**config.mk**
```make
export PLATFORM = sky130hd
export DESIGN_NAME = hawk_wr_top
export DESIGN_NICKNAME = d
export VERILOG_FILES = /design/src/hawk_pkg.sv /design/src/hawk_wr_cmd_latch.sv /design/src/hawk_cmpdcmp_wr_mngr.sv /design/src/hawk_wr_chan_reg.sv /design/src/hawk_wr_top.sv
export SDC_FILE = /design/constraint.sdc
export NUM_CORES = 2
export LEC_CHECK = 0
export BUFFER_PORTS_ARGS = -buffer_cell sky130_fd_sc_hd__clkbuf_2
export CORE_AREA = 2 2 671 673
export DETAILED_ROUTE_END_ITERATION = 8
export DIE_AREA = 0 0 673 675
export PLACE_DENSITY = 0.34
export SYNTH_ARGS = -nofsm -noshare
export SYNTH_HDL_FRONTEND = slang
export SYNTH_SLANG_ARGS = --single-unit
export TNS_END_PERCENT = 20
```
**constraint.sdc**
```tcl
create_clock -name clk_i -period 91.5 [get_ports clk_i]
set_input_delay 13.725 -clock clk_i [delete_from_list [all_inputs] [get_ports clk_i]]
set_output_delay 13.725 -clock clk_i [all_outputs]
set_load 0.05 [all_outputs]
```
**src/hawk_pkg.sv**
```systemverilog
package hawk_pkg;

    // bus and field widths
    localparam int unsigned ADDR_W     = 64;
    localparam int unsigned LINE_BYTES = 64;
    localparam int unsigned DATA_W     = 512;
    localparam int unsigned STRB_W     = DATA_W / 8;
    localparam int unsigned PTR_W      = 48;
    localparam int unsigned MD_W       = 400;
    localparam int unsigned LINE_CNT_W = 7;     // counts up to a full 64-line page
    localparam int unsigned FILL_W     = 16;
    localparam int unsigned FILL_REP   = DATA_W / FILL_W;

    // the metadata line is md plus two pointers, padded with zeros at the top
    localparam int unsigned MD_PAD_W = DATA_W - MD_W - 2 * PTR_W;

    localparam logic [ADDR_W-1:0] LINE_STEP = ADDR_W'(LINE_BYTES);

    // lines written per page kind
    localparam logic [LINE_CNT_W-1:0] CPAGE_LINES = 7'd17;
    localparam logic [LINE_CNT_W-1:0] DPAGE_LINES = 7'd64;
    localparam logic [LINE_CNT_W-1:0] MIG_LINES   = 7'd17;

    // fill words, repeated over the whole line
    localparam logic [FILL_W-1:0] CPAGE_FILL = 16'h1234;
    localparam logic [FILL_W-1:0] DPAGE_FILL = 16'hF0F0;
    localparam logic [FILL_W-1:0] MIG_FILL   = 16'h5A5A;

    // metadata only covers 62 bytes, top two are left untouched
    localparam logic [STRB_W-1:0] MD_STRB = {{2{1'b0}}, {(STRB_W - 2){1'b1}}};

    typedef enum logic [1:0] {
        CMD_COMP,
        CMD_DCMP,
        CMD_MIG_COPY,
        CMD_MIG_MD
    } cmd_kind_e;

    typedef enum logic [2:0] {
        ST_IDLE,
        ST_LINE_ADDR,
        ST_LINE_DATA,
        ST_MD_ADDR,
        ST_MD_DATA,
        ST_DONE
    } wr_state_e;

    typedef struct packed {
        logic              comp_decomp;       // 1 means compress
        logic [ADDR_W-1:0] cpage_byte_start;
        logic [PTR_W-1:0]  iway_ptr;
        logic [PTR_W-1:0]  nxtway_ptr;
        logic [MD_W-1:0]   zspg_md;
    } page_pkt_t;

    typedef struct packed {
        logic             migrate;
        logic             zspg_update;
        logic [PTR_W-1:0] src_cpage_ptr;
        logic [PTR_W-1:0] dst_cpage_ptr;
        logic [MD_W-1:0]  md;
    } mig_pkt_t;

    typedef struct packed {
        logic [ADDR_W-1:0] addr;
    } wr_beat_aw_t;

    typedef struct packed {
        logic [DATA_W-1:0] data;
        logic [STRB_W-1:0] strb;
    } wr_beat_w_t;

    // both packets are kept side by side, kind tells which one is live
    typedef struct packed {
        cmd_kind_e kind;
        page_pkt_t page;
        mig_pkt_t  mig;
    } wr_cmd_t;

endpackage

```
**src/hawk_wr_cmd_latch.sv**
```systemverilog
module hawk_wr_cmd_latch (
    input  logic                clk_i,
    input  logic                rst_ni,
    input  logic                trigger,
    input  hawk_pkg::page_pkt_t page_pkt,
    input  logic                mig_req,
    input  hawk_pkg::mig_pkt_t  mig_pkt,
    input  logic                cmd_take,
    output logic                cmd_valid,
    output hawk_pkg::wr_cmd_t   cmd
);

    logic                pending_q;
    logic                accept;
    hawk_pkg::cmd_kind_e kind_d;
    hawk_pkg::wr_cmd_t   cmd_q;

    // a migrate request with no flag set carries no work
    assign accept = !pending_q &&
                    (trigger || (mig_req && (mig_pkt.migrate || mig_pkt.zspg_update)));

    // trigger wins over mig_req, and migrate wins over zspg_update
    always_comb begin
        if (trigger) begin
            kind_d = page_pkt.comp_decomp ? hawk_pkg::CMD_COMP : hawk_pkg::CMD_DCMP;
        end else if (mig_pkt.migrate) begin
            kind_d = hawk_pkg::CMD_MIG_COPY;
        end else begin
            kind_d = hawk_pkg::CMD_MIG_MD;
        end
    end

    always_ff @(posedge clk_i or negedge rst_ni) begin
        if (!rst_ni) begin
            pending_q <= 1'b0;
        end else if (cmd_take) begin
            pending_q <= 1'b0;          // a strobe in this cycle is dropped, latch is still full
        end else if (accept) begin
            pending_q <= 1'b1;
        end
    end

    always_ff @(posedge clk_i) begin
        if (accept) begin
            cmd_q.kind <= kind_d;
            if (trigger) begin
                cmd_q.page <= page_pkt;
            end else begin
                cmd_q.mig <= mig_pkt;
            end
        end
    end

    assign cmd_valid = pending_q;
    assign cmd       = cmd_q;

endmodule

```
**src/hawk_cmpdcmp_wr_mngr.sv**
```systemverilog
module hawk_cmpdcmp_wr_mngr (
    input  logic                  clk_i,
    input  logic                  rst_ni,
    input  logic                  cmd_valid,
    input  hawk_pkg::wr_cmd_t     cmd,
    output logic                  cmd_take,
    output logic                  aw_push,
    output hawk_pkg::wr_beat_aw_t aw_beat,
    input  logic                  aw_busy,
    output logic                  w_push,
    output hawk_pkg::wr_beat_w_t  w_beat,
    input  logic                  w_busy,
    output logic                  cmpdcmp_done,
    output logic                  compact_done
);

    hawk_pkg::wr_state_e state_q, state_d;
    hawk_pkg::wr_cmd_t   cmd_q;

    logic [hawk_pkg::LINE_CNT_W-1:0] line_cnt_q, line_cnt_d;
    logic [hawk_pkg::ADDR_W-1:0]     addr_q, addr_d;
    logic                            drain_q, drain_d;   // last beat pushed, waiting for idle

    logic [hawk_pkg::LINE_CNT_W-1:0] num_lines;
    logic [hawk_pkg::FILL_W-1:0]     fill_word;
    logic [hawk_pkg::ADDR_W-1:0]     md_addr;
    logic [hawk_pkg::DATA_W-1:0]     md_data;
    logic [hawk_pkg::ADDR_W-1:0]     start_addr;
    logic                            is_page_op;
    logic                            last_line;

    // base of the fill lines, taken from the command before it is captured
    always_comb begin
        if (cmd.kind == hawk_pkg::CMD_COMP || cmd.kind == hawk_pkg::CMD_DCMP) begin
            start_addr = cmd.page.cpage_byte_start;
        end else begin
            start_addr = {{(hawk_pkg::ADDR_W - hawk_pkg::PTR_W){1'b0}}, cmd.mig.dst_cpage_ptr};
        end
    end

    assign is_page_op = (cmd_q.kind == hawk_pkg::CMD_COMP) || (cmd_q.kind == hawk_pkg::CMD_DCMP);

    // per-kind line count, fill and metadata line
    always_comb begin
        num_lines = hawk_pkg::MIG_LINES;
        fill_word = hawk_pkg::MIG_FILL;
        md_addr   = {{(hawk_pkg::ADDR_W - hawk_pkg::PTR_W){1'b0}}, cmd_q.mig.dst_cpage_ptr};
        md_data   = {{hawk_pkg::MD_PAD_W{1'b0}}, cmd_q.mig.md,
                     cmd_q.mig.src_cpage_ptr, cmd_q.mig.dst_cpage_ptr};
        if (is_page_op) begin
            md_addr = {{(hawk_pkg::ADDR_W - hawk_pkg::PTR_W){1'b0}}, cmd_q.page.iway_ptr};
            md_data = {{hawk_pkg::MD_PAD_W{1'b0}}, cmd_q.page.zspg_md,
                       cmd_q.page.nxtway_ptr, cmd_q.page.iway_ptr};
        end
        case (cmd_q.kind)
            hawk_pkg::CMD_COMP: begin
                num_lines = hawk_pkg::CPAGE_LINES;
                fill_word = hawk_pkg::CPAGE_FILL;
            end
            hawk_pkg::CMD_DCMP: begin
                num_lines = hawk_pkg::DPAGE_LINES;
                fill_word = hawk_pkg::DPAGE_FILL;
            end
            default: ;                  // both migrate kinds keep the migrate values
        endcase
    end

    assign last_line = (line_cnt_q == num_lines - 1'b1);

    always_comb begin
        state_d      = state_q;
        line_cnt_d   = line_cnt_q;
        addr_d       = addr_q;
        drain_d      = drain_q;
        cmd_take     = 1'b0;
        aw_push      = 1'b0;
        w_push       = 1'b0;
        aw_beat.addr = addr_q;
        w_beat.data  = {hawk_pkg::FILL_REP{fill_word}};
        w_beat.strb  = '1;

        unique case (state_q)
            hawk_pkg::ST_IDLE: begin
                if (cmd_valid) begin
                    cmd_take   = 1'b1;
                    line_cnt_d = '0;
                    drain_d    = 1'b0;
                    addr_d     = start_addr;
                    // metadata update skips the fill lines entirely
                    if (cmd.kind == hawk_pkg::CMD_MIG_MD) begin
                        state_d = hawk_pkg::ST_MD_ADDR;
                    end else begin
                        state_d = hawk_pkg::ST_LINE_ADDR;
                    end
                end
            end
            hawk_pkg::ST_LINE_ADDR: begin
                if (!aw_busy) begin
                    aw_push = 1'b1;
                    state_d = hawk_pkg::ST_LINE_DATA;
                end
            end
            hawk_pkg::ST_LINE_DATA: begin
                if (drain_q) begin
                    if (!aw_busy && !w_busy) state_d = hawk_pkg::ST_DONE;
                end else if (!w_busy) begin
                    w_push     = 1'b1;
                    line_cnt_d = line_cnt_q + 1'b1;
                    addr_d     = addr_q + hawk_pkg::LINE_STEP;
                    if (!last_line) begin
                        state_d = hawk_pkg::ST_LINE_ADDR;
                    end else if (cmd_q.kind != hawk_pkg::CMD_MIG_COPY) begin
                        state_d = hawk_pkg::ST_MD_ADDR;
                    end else begin
                        drain_d = 1'b1;     // migrate copy has no metadata line
                    end
                end
            end
            hawk_pkg::ST_MD_ADDR: begin
                aw_beat.addr = md_addr;
                if (!aw_busy) begin
                    aw_push = 1'b1;
                    state_d = hawk_pkg::ST_MD_DATA;
                end
            end
            hawk_pkg::ST_MD_DATA: begin
                w_beat.data = md_data;
                w_beat.strb = hawk_pkg::MD_STRB;
                if (drain_q) begin
                    if (!aw_busy && !w_busy) state_d = hawk_pkg::ST_DONE;
                end else if (!w_busy) begin
                    w_push  = 1'b1;
                    drain_d = 1'b1;
                end
            end
            hawk_pkg::ST_DONE: begin
                state_d = hawk_pkg::ST_IDLE;
            end
            default: state_d = hawk_pkg::ST_IDLE;
        endcase
    end

    always_ff @(posedge clk_i or negedge rst_ni) begin
        if (!rst_ni) begin
            state_q    <= hawk_pkg::ST_IDLE;
            line_cnt_q <= '0;
            drain_q    <= 1'b0;
        end else begin
            state_q    <= state_d;
            line_cnt_q <= line_cnt_d;
            drain_q    <= drain_d;
        end
    end

    // command copy and beat address only matter once a command is taken
    always_ff @(posedge clk_i) begin
        if (cmd_take) cmd_q <= cmd;
        addr_q <= addr_d;
    end

    assign cmpdcmp_done = (state_q == hawk_pkg::ST_DONE) && is_page_op;
    assign compact_done = (state_q == hawk_pkg::ST_DONE) && !is_page_op;

endmodule

```
**src/hawk_wr_chan_reg.sv**
```systemverilog
module hawk_wr_chan_reg (
    input  logic                  clk_i,
    input  logic                  rst_ni,
    input  logic                  aw_push,
    input  hawk_pkg::wr_beat_aw_t aw_beat,
    output logic                  aw_busy,
    input  logic                  w_push,
    input  hawk_pkg::wr_beat_w_t  w_beat,
    output logic                  w_busy,
    output logic                  awvalid,
    output hawk_pkg::wr_beat_aw_t aw,
    input  logic                  awready,
    output logic                  wvalid,
    output hawk_pkg::wr_beat_w_t  w,
    input  logic                  wready
);

    logic                  aw_valid_q;
    logic                  w_valid_q;
    hawk_pkg::wr_beat_aw_t aw_q;
    hawk_pkg::wr_beat_w_t  w_q;

    // a slot can take a new beat in the cycle its current one is accepted
    assign aw_busy = aw_valid_q && !awready;
    assign w_busy  = w_valid_q && !wready;

    // address slot
    always_ff @(posedge clk_i or negedge rst_ni) begin
        if (!rst_ni) begin
            aw_valid_q <= 1'b0;
        end else if (aw_push) begin
            aw_valid_q <= 1'b1;
        end else if (awready) begin
            aw_valid_q <= 1'b0;     // handshake done or slot already empty
        end
    end

    // data slot, same rule as the address slot
    always_ff @(posedge clk_i or negedge rst_ni) begin
        if (!rst_ni) begin
            w_valid_q <= 1'b0;
        end else if (w_push) begin
            w_valid_q <= 1'b1;
        end else if (wready) begin
            w_valid_q <= 1'b0;
        end
    end

    // beats are held untouched until the next push
    always_ff @(posedge clk_i) begin
        if (aw_push) aw_q <= aw_beat;
        if (w_push) w_q <= w_beat;
    end

    assign awvalid = aw_valid_q;
    assign aw      = aw_q;
    assign wvalid  = w_valid_q;
    assign w       = w_q;

endmodule

```
**src/hawk_wr_top.sv**
```systemverilog
module hawk_wr_top (
    input  logic                  clk_i,
    input  logic                  rst_ni,
    input  logic                  trigger,
    input  hawk_pkg::page_pkt_t   page_pkt,
    input  logic                  mig_req,
    input  hawk_pkg::mig_pkt_t    mig_pkt,
    output logic                  awvalid,
    output hawk_pkg::wr_beat_aw_t aw,
    input  logic                  awready,
    output logic                  wvalid,
    output hawk_pkg::wr_beat_w_t  w,
    input  logic                  wready,
    output logic                  cmpdcmp_done,
    output logic                  compact_done
);

    logic                  cmd_valid;
    logic                  cmd_take;
    hawk_pkg::wr_cmd_t     cmd;
    logic                  aw_push;
    logic                  aw_busy;
    logic                  w_push;
    logic                  w_busy;
    hawk_pkg::wr_beat_aw_t aw_beat;
    hawk_pkg::wr_beat_w_t  w_beat;

    hawk_wr_cmd_latch u_cmd_latch (
        .clk_i     (clk_i),
        .rst_ni    (rst_ni),
        .trigger   (trigger),
        .page_pkt  (page_pkt),
        .mig_req   (mig_req),
        .mig_pkt   (mig_pkt),
        .cmd_take  (cmd_take),
        .cmd_valid (cmd_valid),
        .cmd       (cmd)
    );

    hawk_cmpdcmp_wr_mngr u_mngr (
        .clk_i        (clk_i),
        .rst_ni       (rst_ni),
        .cmd_valid    (cmd_valid),
        .cmd          (cmd),
        .cmd_take     (cmd_take),
        .aw_push      (aw_push),
        .aw_beat      (aw_beat),
        .aw_busy      (aw_busy),
        .w_push       (w_push),
        .w_beat       (w_beat),
        .w_busy       (w_busy),
        .cmpdcmp_done (cmpdcmp_done),
        .compact_done (compact_done)
    );

    hawk_wr_chan_reg u_chan_reg (
        .clk_i   (clk_i),
        .rst_ni  (rst_ni),
        .aw_push (aw_push),
        .aw_beat (aw_beat),
        .aw_busy (aw_busy),
        .w_push  (w_push),
        .w_beat  (w_beat),
        .w_busy  (w_busy),
        .awvalid (awvalid),
        .aw      (aw),
        .awready (awready),
        .wvalid  (wvalid),
        .w       (w),
        .wready  (wready)
    );

endmodule

```
# ---- Yosys cells after proc, flatten, opt, wreduce, memory -nomap -nowiden
# Cells that the tools add are included.
# Widths: inputs -> output; s select.
dict set report op_classes {
  n_addsub 3
  n_eq_ne 18
  mux 49
  bitwise_logic 1
  reduce_logical 32
}
# operator count
set ops {}
lappend ops {{$mux 576} 1}
lappend ops {{$mux 496} 1}
lappend ops {{$mux 64} 5}
lappend ops {{$pmux 64 s2} 1}
lappend ops {{$add 64x7->64 const B} 1}
lappend ops {{$mux 48} 1}
lappend ops {{$pmux 16 s2} 1}
lappend ops {{$mux 7} 4}
lappend ops {{$mux 3} 9}
lappend ops {{$mux 1} 21}
lappend ops {{$pmux 3 s5} 1}
lappend ops {{$pmux 7 s2} 1}
lappend ops {{$ne 2x2->1 const B} 6}
lappend ops {{$reduce_bool 2->1} 4}
lappend ops {{$add 7x1->7 const B} 1}
lappend ops {{$eq 7x7->1} 1}
lappend ops {{$logic_and 1x1->1} 7}
lappend ops {{$sub 7x1->7 const B} 1}
lappend ops {{$eq 3x2->1 const B} 2}
lappend ops {{$eq 3x3->1 const B} 2}
lappend ops {{$logic_not 1->1} 6}
lappend ops {{$reduce_and 2->1} 3}
lappend ops {{$reduce_and 6->1} 1}
lappend ops {{$eq 2x1->1 const B} 2}
lappend ops {{14 further kinds} 20}
dict set report word_totals {
  register_bits 2770
  input_bits 1065
  out_inout_bits 644
  elab_cells 128
}

# ---- Logic depth before layout (Yosys ltp)
dict set report logic_depth {
  ltp_word 8
  ltp_mapped 7
  depth_no_buf 6
}

# ---- Modules after synthesis
# Synthesis repeated with hierarchy kept, for this count alone.
dict set report hier_totals {
  cells_unflattened 5034
  hier_area_um2 95604.2
}
# mod n_inst cells_per_inst area_each_um2 seq_area_each_um2
set modules_own_cells {}
lappend modules_own_cells {hawk_cmpdcmp_wr_mngr 1 3318 44361.3 32045.7}
lappend modules_own_cells {hawk_wr_cmd_latch 1 1070 31934.4 31885.6}
lappend modules_own_cells {hawk_wr_chan_reg 1 646 19308.5 19268.5}

# ---- Worst setup path before layout
# No wires, ideal clock.
dict set report synth_timing {
  path_type {reg2reg}
  startpoint {reg u_mngr.state_q[0]}
  endpoint {reg u_mngr.cmd_q[0] (netlist name) (enable)}
  setup_ns 3.576
  t_arrival_ns 68.017
  required_time_ns 87.924
  slack_ns 19.907
  path_stages_with_launch 4
  n_path_buf 2
  synth_period_minus_slack_ns 71.593
  path_cell_list {dfrtp_1 clkbuf_1 clkbuf_1 nor3_1}
}
dict set report synth_via {
  elab_chain_len 2
}
# item line_no
set synth_lines {}
lappend synth_lines {{start: declaration} hawk_cmpdcmp_wr_mngr.sv:17} ;# hawk_pkg::wr_state_e state_q, state_d;
lappend synth_lines {{start signal: assignment} hawk_cmpdcmp_wr_mngr.sv:145} ;# state_q <= hawk_pkg::ST_IDLE;
lappend synth_lines {{start signal: assignment} hawk_cmpdcmp_wr_mngr.sv:149} ;# state_q <= state_d;
lappend synth_lines {{$logic_not 3->1} hawk_cmpdcmp_wr_mngr.sv:82} ;# unique case (state_q)
lappend synth_lines {{$mux 1} hawk_cmpdcmp_wr_mngr.sv:82}
lappend synth_lines {{net cmd_take} hawk_wr_top.sv:19} ;# logic cmd_take;
lappend synth_lines {{end signal: assignment} hawk_cmpdcmp_wr_mngr.sv:157} ;# if (cmd_take) cmd_q <= cmd;
lappend synth_lines {{end: declaration} hawk_cmpdcmp_wr_mngr.sv:18} ;# hawk_pkg::wr_cmd_t cmd_q;
# The timed path passes the listed nets, and every way through them passes these cells.
# A chain may end at the register's enable or synchronous reset.

# ---- Final worst setup path
dict set report layout_timing {
  startpoint {in mig_pkt[497] (netlist name)}
  endpoint {reg u_cmd_latch.cmd_q, in the netlist u_cmd_latch.cmd[489] (enable)}
}
dict set report layout_via {
  elab_chain_len 5
}
# item line_no
set layout_lines {}
lappend layout_lines {{start: declaration} hawk_wr_top.sv:7} ;# input hawk_pkg::mig_pkt_t mig_pkt,
lappend layout_lines {{$logic_or 1x1->1} hawk_wr_cmd_latch.sv:20} ;# (trigger || (mig_req && (mig_pkt.migrate || mig_pkt.zspg_update)));
lappend layout_lines {{$logic_and 1x1->1} hawk_wr_cmd_latch.sv:20}
lappend layout_lines {{$logic_or 1x1->1} hawk_wr_cmd_latch.sv:20}
lappend layout_lines {{$logic_and 1x1->1} hawk_wr_cmd_latch.sv:19} ;# assign accept = !pending_q &&
lappend layout_lines {{$reduce_and 2->1 (no line)} n/a}
lappend layout_lines {{end: declaration} hawk_wr_cmd_latch.sv:16} ;# hawk_pkg::wr_cmd_t cmd_q;
# Every way passes these cells.

==> metrics.csv <==
stage,metric,value,unit
routing,total number of vias,52010,
placed_design,I/O Buffers,1643,
clocking,number of buffers created by CTS,329,
timing,fin. max-slew vios,0,
layout,Final Non-Filler Cells,12930,
placed_design,Routability Congestion,0.8521,
timing,# setup viols final,0,
global_routing,gr usage total,16.17,%
floorplanning,Initial Util,20.82,%
setup_path,crit end category,flop,
routing,DR WL/cell,29.52,um
layout,Layout area overhead,28.17,%
timing,clk_skew,37.33,ps
logic_synthesis,largest cells by area after synthesis,"edfxtp_1 87%, mux2i_1 3.4%, o21ai_0 2.6%, a21oi_1 1.2%, nand2_1 1.1%",
global_routing,first-pass GRT wire length,494.3,mm
setup_path,Worst EP arrival,18380,ps
clocking,CTS root buf,clkbuf_16,
logic_synthesis,Synth top area share,86.57,%
logic_synthesis,most frequent cell after synthesis,edfxtp_1,
logic_synthesis,Yosys top cell by area,edfxtp_1,
logic_synthesis,#FFs+latches synth,2698,
placed_design,placed instance count,12280,
routing,DRT iter0 DRCs,4170,
global_routing,vias in the first global route,51790,
routing,Detailed Route WL,381.6,mm
clocking,hold buffer count at cts,0,
power_and_ir_drop,worst vdd ir,0.02112,mV
logic_synthesis,number of synthesized flops with an enable pin,2684,
setup_path,Setup crit start kind,input pin,
flow_run,Max Cap Viol,0,
run_status,status,"finished, final reports clean",
floorplanning,Die Wd,673,um
clocking,Clock Sinks,2698,
layout,share of cells above drive strength 1,32.20,%
logic_synthesis,fraction of registers with async set/reset,0.5189,%
setup_path,Most common cell on crit path,buf_4,
clocking,CTS max path bufs,4,
setup_path,Crit path largest cell delay,810,ps
timing,RSZ-0062 raised after global routing,false,
clocking,post_cts resized,0,
routing,Remaining DRCs,0,
power_and_ir_drop,Lkg Pwr,41.61,nW
layout,design area,119300,um2
timing,final hold violation count,0,
power_and_ir_drop,PwrDens,35.93,nW/um2
setup_path,"Max FO, Critical Path",59,
layout,Layout Nets,7723,
floorplanning,die area,454300,um2
worst_hold_path,worst hold path class,flop to flop,
setup_path,Setup CP Type,input pin to flop,
routing,routed vias/inst,4.024,
global_routing,largest net degree at the start of global routing,166,
floorplanning,core area,447200,um2
clocking,H-tree depth,5,
placed_design,area post-placement,108600,um2
logic_synthesis,Syn Area/Cell,19.33,um2
logic_synthesis,ys flop type,edfxtp_1,
logic_synthesis,"Seq/Total Area, Yosys",86.95,%
global_routing,antenna violations before repair,351,
logic_synthesis,synthesized cell area,93100,um2
timing,setup TNS,0,ps
timing,max frequency,56.01,MHz
logic_synthesis,Commonest cells post-synth,"2684 x edfxtp_1, 483 x o21ai_0, 314 x mux2i_1, 272 x nand2_1, 231 x a21oi_1",
floorplanning,Die Y-Extent,675,um
logic_synthesis,Mapped Cells,4815,
timing,Tcrit/Tclk final,19.51,%
placed_design,HPWL after detailed placement,278.4,mm
logic_synthesis,Yosys Warn Count,0,
routing,ANT nets after route,0,
timing,Worst Tran Pin Value,1372,ps
timing,Tmin final,17850,ps
clocking,postcts setup bufs,0,
clocking,Worst-Skew Late Latency,920,ps
layout,Filler cells,45580,
timing,Slew headroom,7.571,%
floorplanning,IO Count,1709,
clocking,CTS tree,yes,
setup_path,Required @ worst endpoint,92030,ps
setup_path,"Cell Chain, Critical Path",clkbuf_2 > o21ai_0 > buf_4 > nor3_2 > buf_4 > buf_4 > buf_4 > buf_4 > buf_4,
logic_synthesis,count of cell types in the netlist,42,
routing,first drt pass iteration count,8,
global_routing,Congestion Overflow GR,0,
clocking,"Reg clk slew, reported paths",60,ps
floorplanning,Rows,246,
setup_path,critical path's slowest cell,buf_4,
worst paths after layout:
| path | from | end | slack (ps) | cells after the start |
|---|---|---|---|---|
| worst max-delay path | mig_pkt[497] | u_cmd_latch.cmd[489] | 73650 | 9 |
| worst min-delay path | u_cmd_latch.cmd[938] | u_mngr.cmd_q[938] | 390 | 0 |
| worst max register to register | u_mngr.state_q[1] | u_chan_reg.w[347] | 86470 | 7 |
| worst min register to register | u_cmd_latch.cmd[938] | u_mngr.cmd_q[938] | 390 | 0 |
| max in group asynchronous | rst_ni | u_cmd_latch.cmd_valid | 78250 | 1 |
| min in group asynchronous | rst_ni | u_mngr.line_cnt_q[1] | 12820 | 1 |
metal layers:
| layer | vias to the layer above | routed length, um | track usage [%] |
|---|---|---|---|
| met1 | 26340 | 147600 | 18.99 |
| met4 | 134 | 10560 | 4.073 |
| li1 | 22360 | - | - |
| met5 | - | 901 | 0 |
| met2 | 2285 | 193700 | 28.55 |
| met3 | 900 | 28790 | 5.018 |
metrics by stage:
| step | power [mW] | utilization, % | hold slack, ps | setup slack, ps |
|---|---|---|---|---|
| after detailed placement | 3.054 | 24.29 | 404.5 | 72540 |
| after floorplan | 3.195 | - | 400.3 | 19910 |
| final | 4.287 | 26.68 | 388.0 | 73650 |
| after global placement | 3.048 | 24.29 | 400.7 | 72480 |
| after CTS | 4.377 | 26.64 | 365.6 | 73560 |
| after global routing | 4.477 | 26.66 | 371.6 | 73360 |
power by group:
group,leakage (nW),switching (mW),internal [mW]
logic,11.7,0.896,0.183
registers,24.9,0.118,1.79
clock network,5.08,0.539,0.759
layout make-up:
cell class	count	area, um2	share of cell area [%]
Multi-Input combinational cell	1865	11040	9.253
Tap cell	5952	7447	6.241
Antenna cell	64	160.2	0.1342
Clock buffer	407	8675	7.270
Sequential cell	2698	80950	67.84
Inverter	12	53.80	0.04509
Clock inverter	178	1861	1.559
Timing Repair Buffer	1750	9139	7.659
cells by family (layout without fill, tap and decap cells):
group                    Yosys count  after routing  synth area share [%]
flip-flops                      2698           2698                 86.95
buffers and inverters            315           2347                 1.570
AO/OA/AOI/OAI                    785            785                 4.400
AND/OR/NAND/NOR                  657            657                 3.273
multiplexers                     314            314                 3.376
adder cells (fa/ha/maj)            2              2               0.02688
XOR/XNOR                          42             42                0.3951
other                              2            129              0.008067
layout by cell type (no fill, tap or decap), types with 24 or more instances in the layout:
cell	instances
a211oi_1	34
a21oi_1	225
and2_1	24
buf_4	98
bufinv_16	30
clkbuf_1	71
clkbuf_16	336
clkbuf_2	1643
clkinv_1	67
clkinv_2	38
conb_1	65
diode_2	64
edfxtp_1	2684
mux2i_1	314
nand2_1	271
nand3_1	65
nand4_1	28
nor2_1	123
nor2b_1	40
nor3_1	40
o21ai_0	473
xor2_1	32
worst max-delay path, delay by kind of cell:
family                 cells  cell delay, ps
buffers and inverters      7            3850
AO/OA/AOI/OAI              1             220
AND/OR/NAND/NOR            1             190
flip-flops by register name, indices dropped and copies added, names as in the netlist:
register,count
u_chan_reg.aw,64
u_chan_reg.awvalid,1
u_chan_reg.w,504
u_chan_reg.wvalid,1
u_cmd_latch.cmd,1058
u_cmd_latch.cmd_valid,1
u_mngr.addr_q,64
u_mngr.cmd_q,994
u_mngr.drain_q,1
u_mngr.line_cnt_q,7
u_mngr.state_q,3
(Power assumes the default switching activity.)
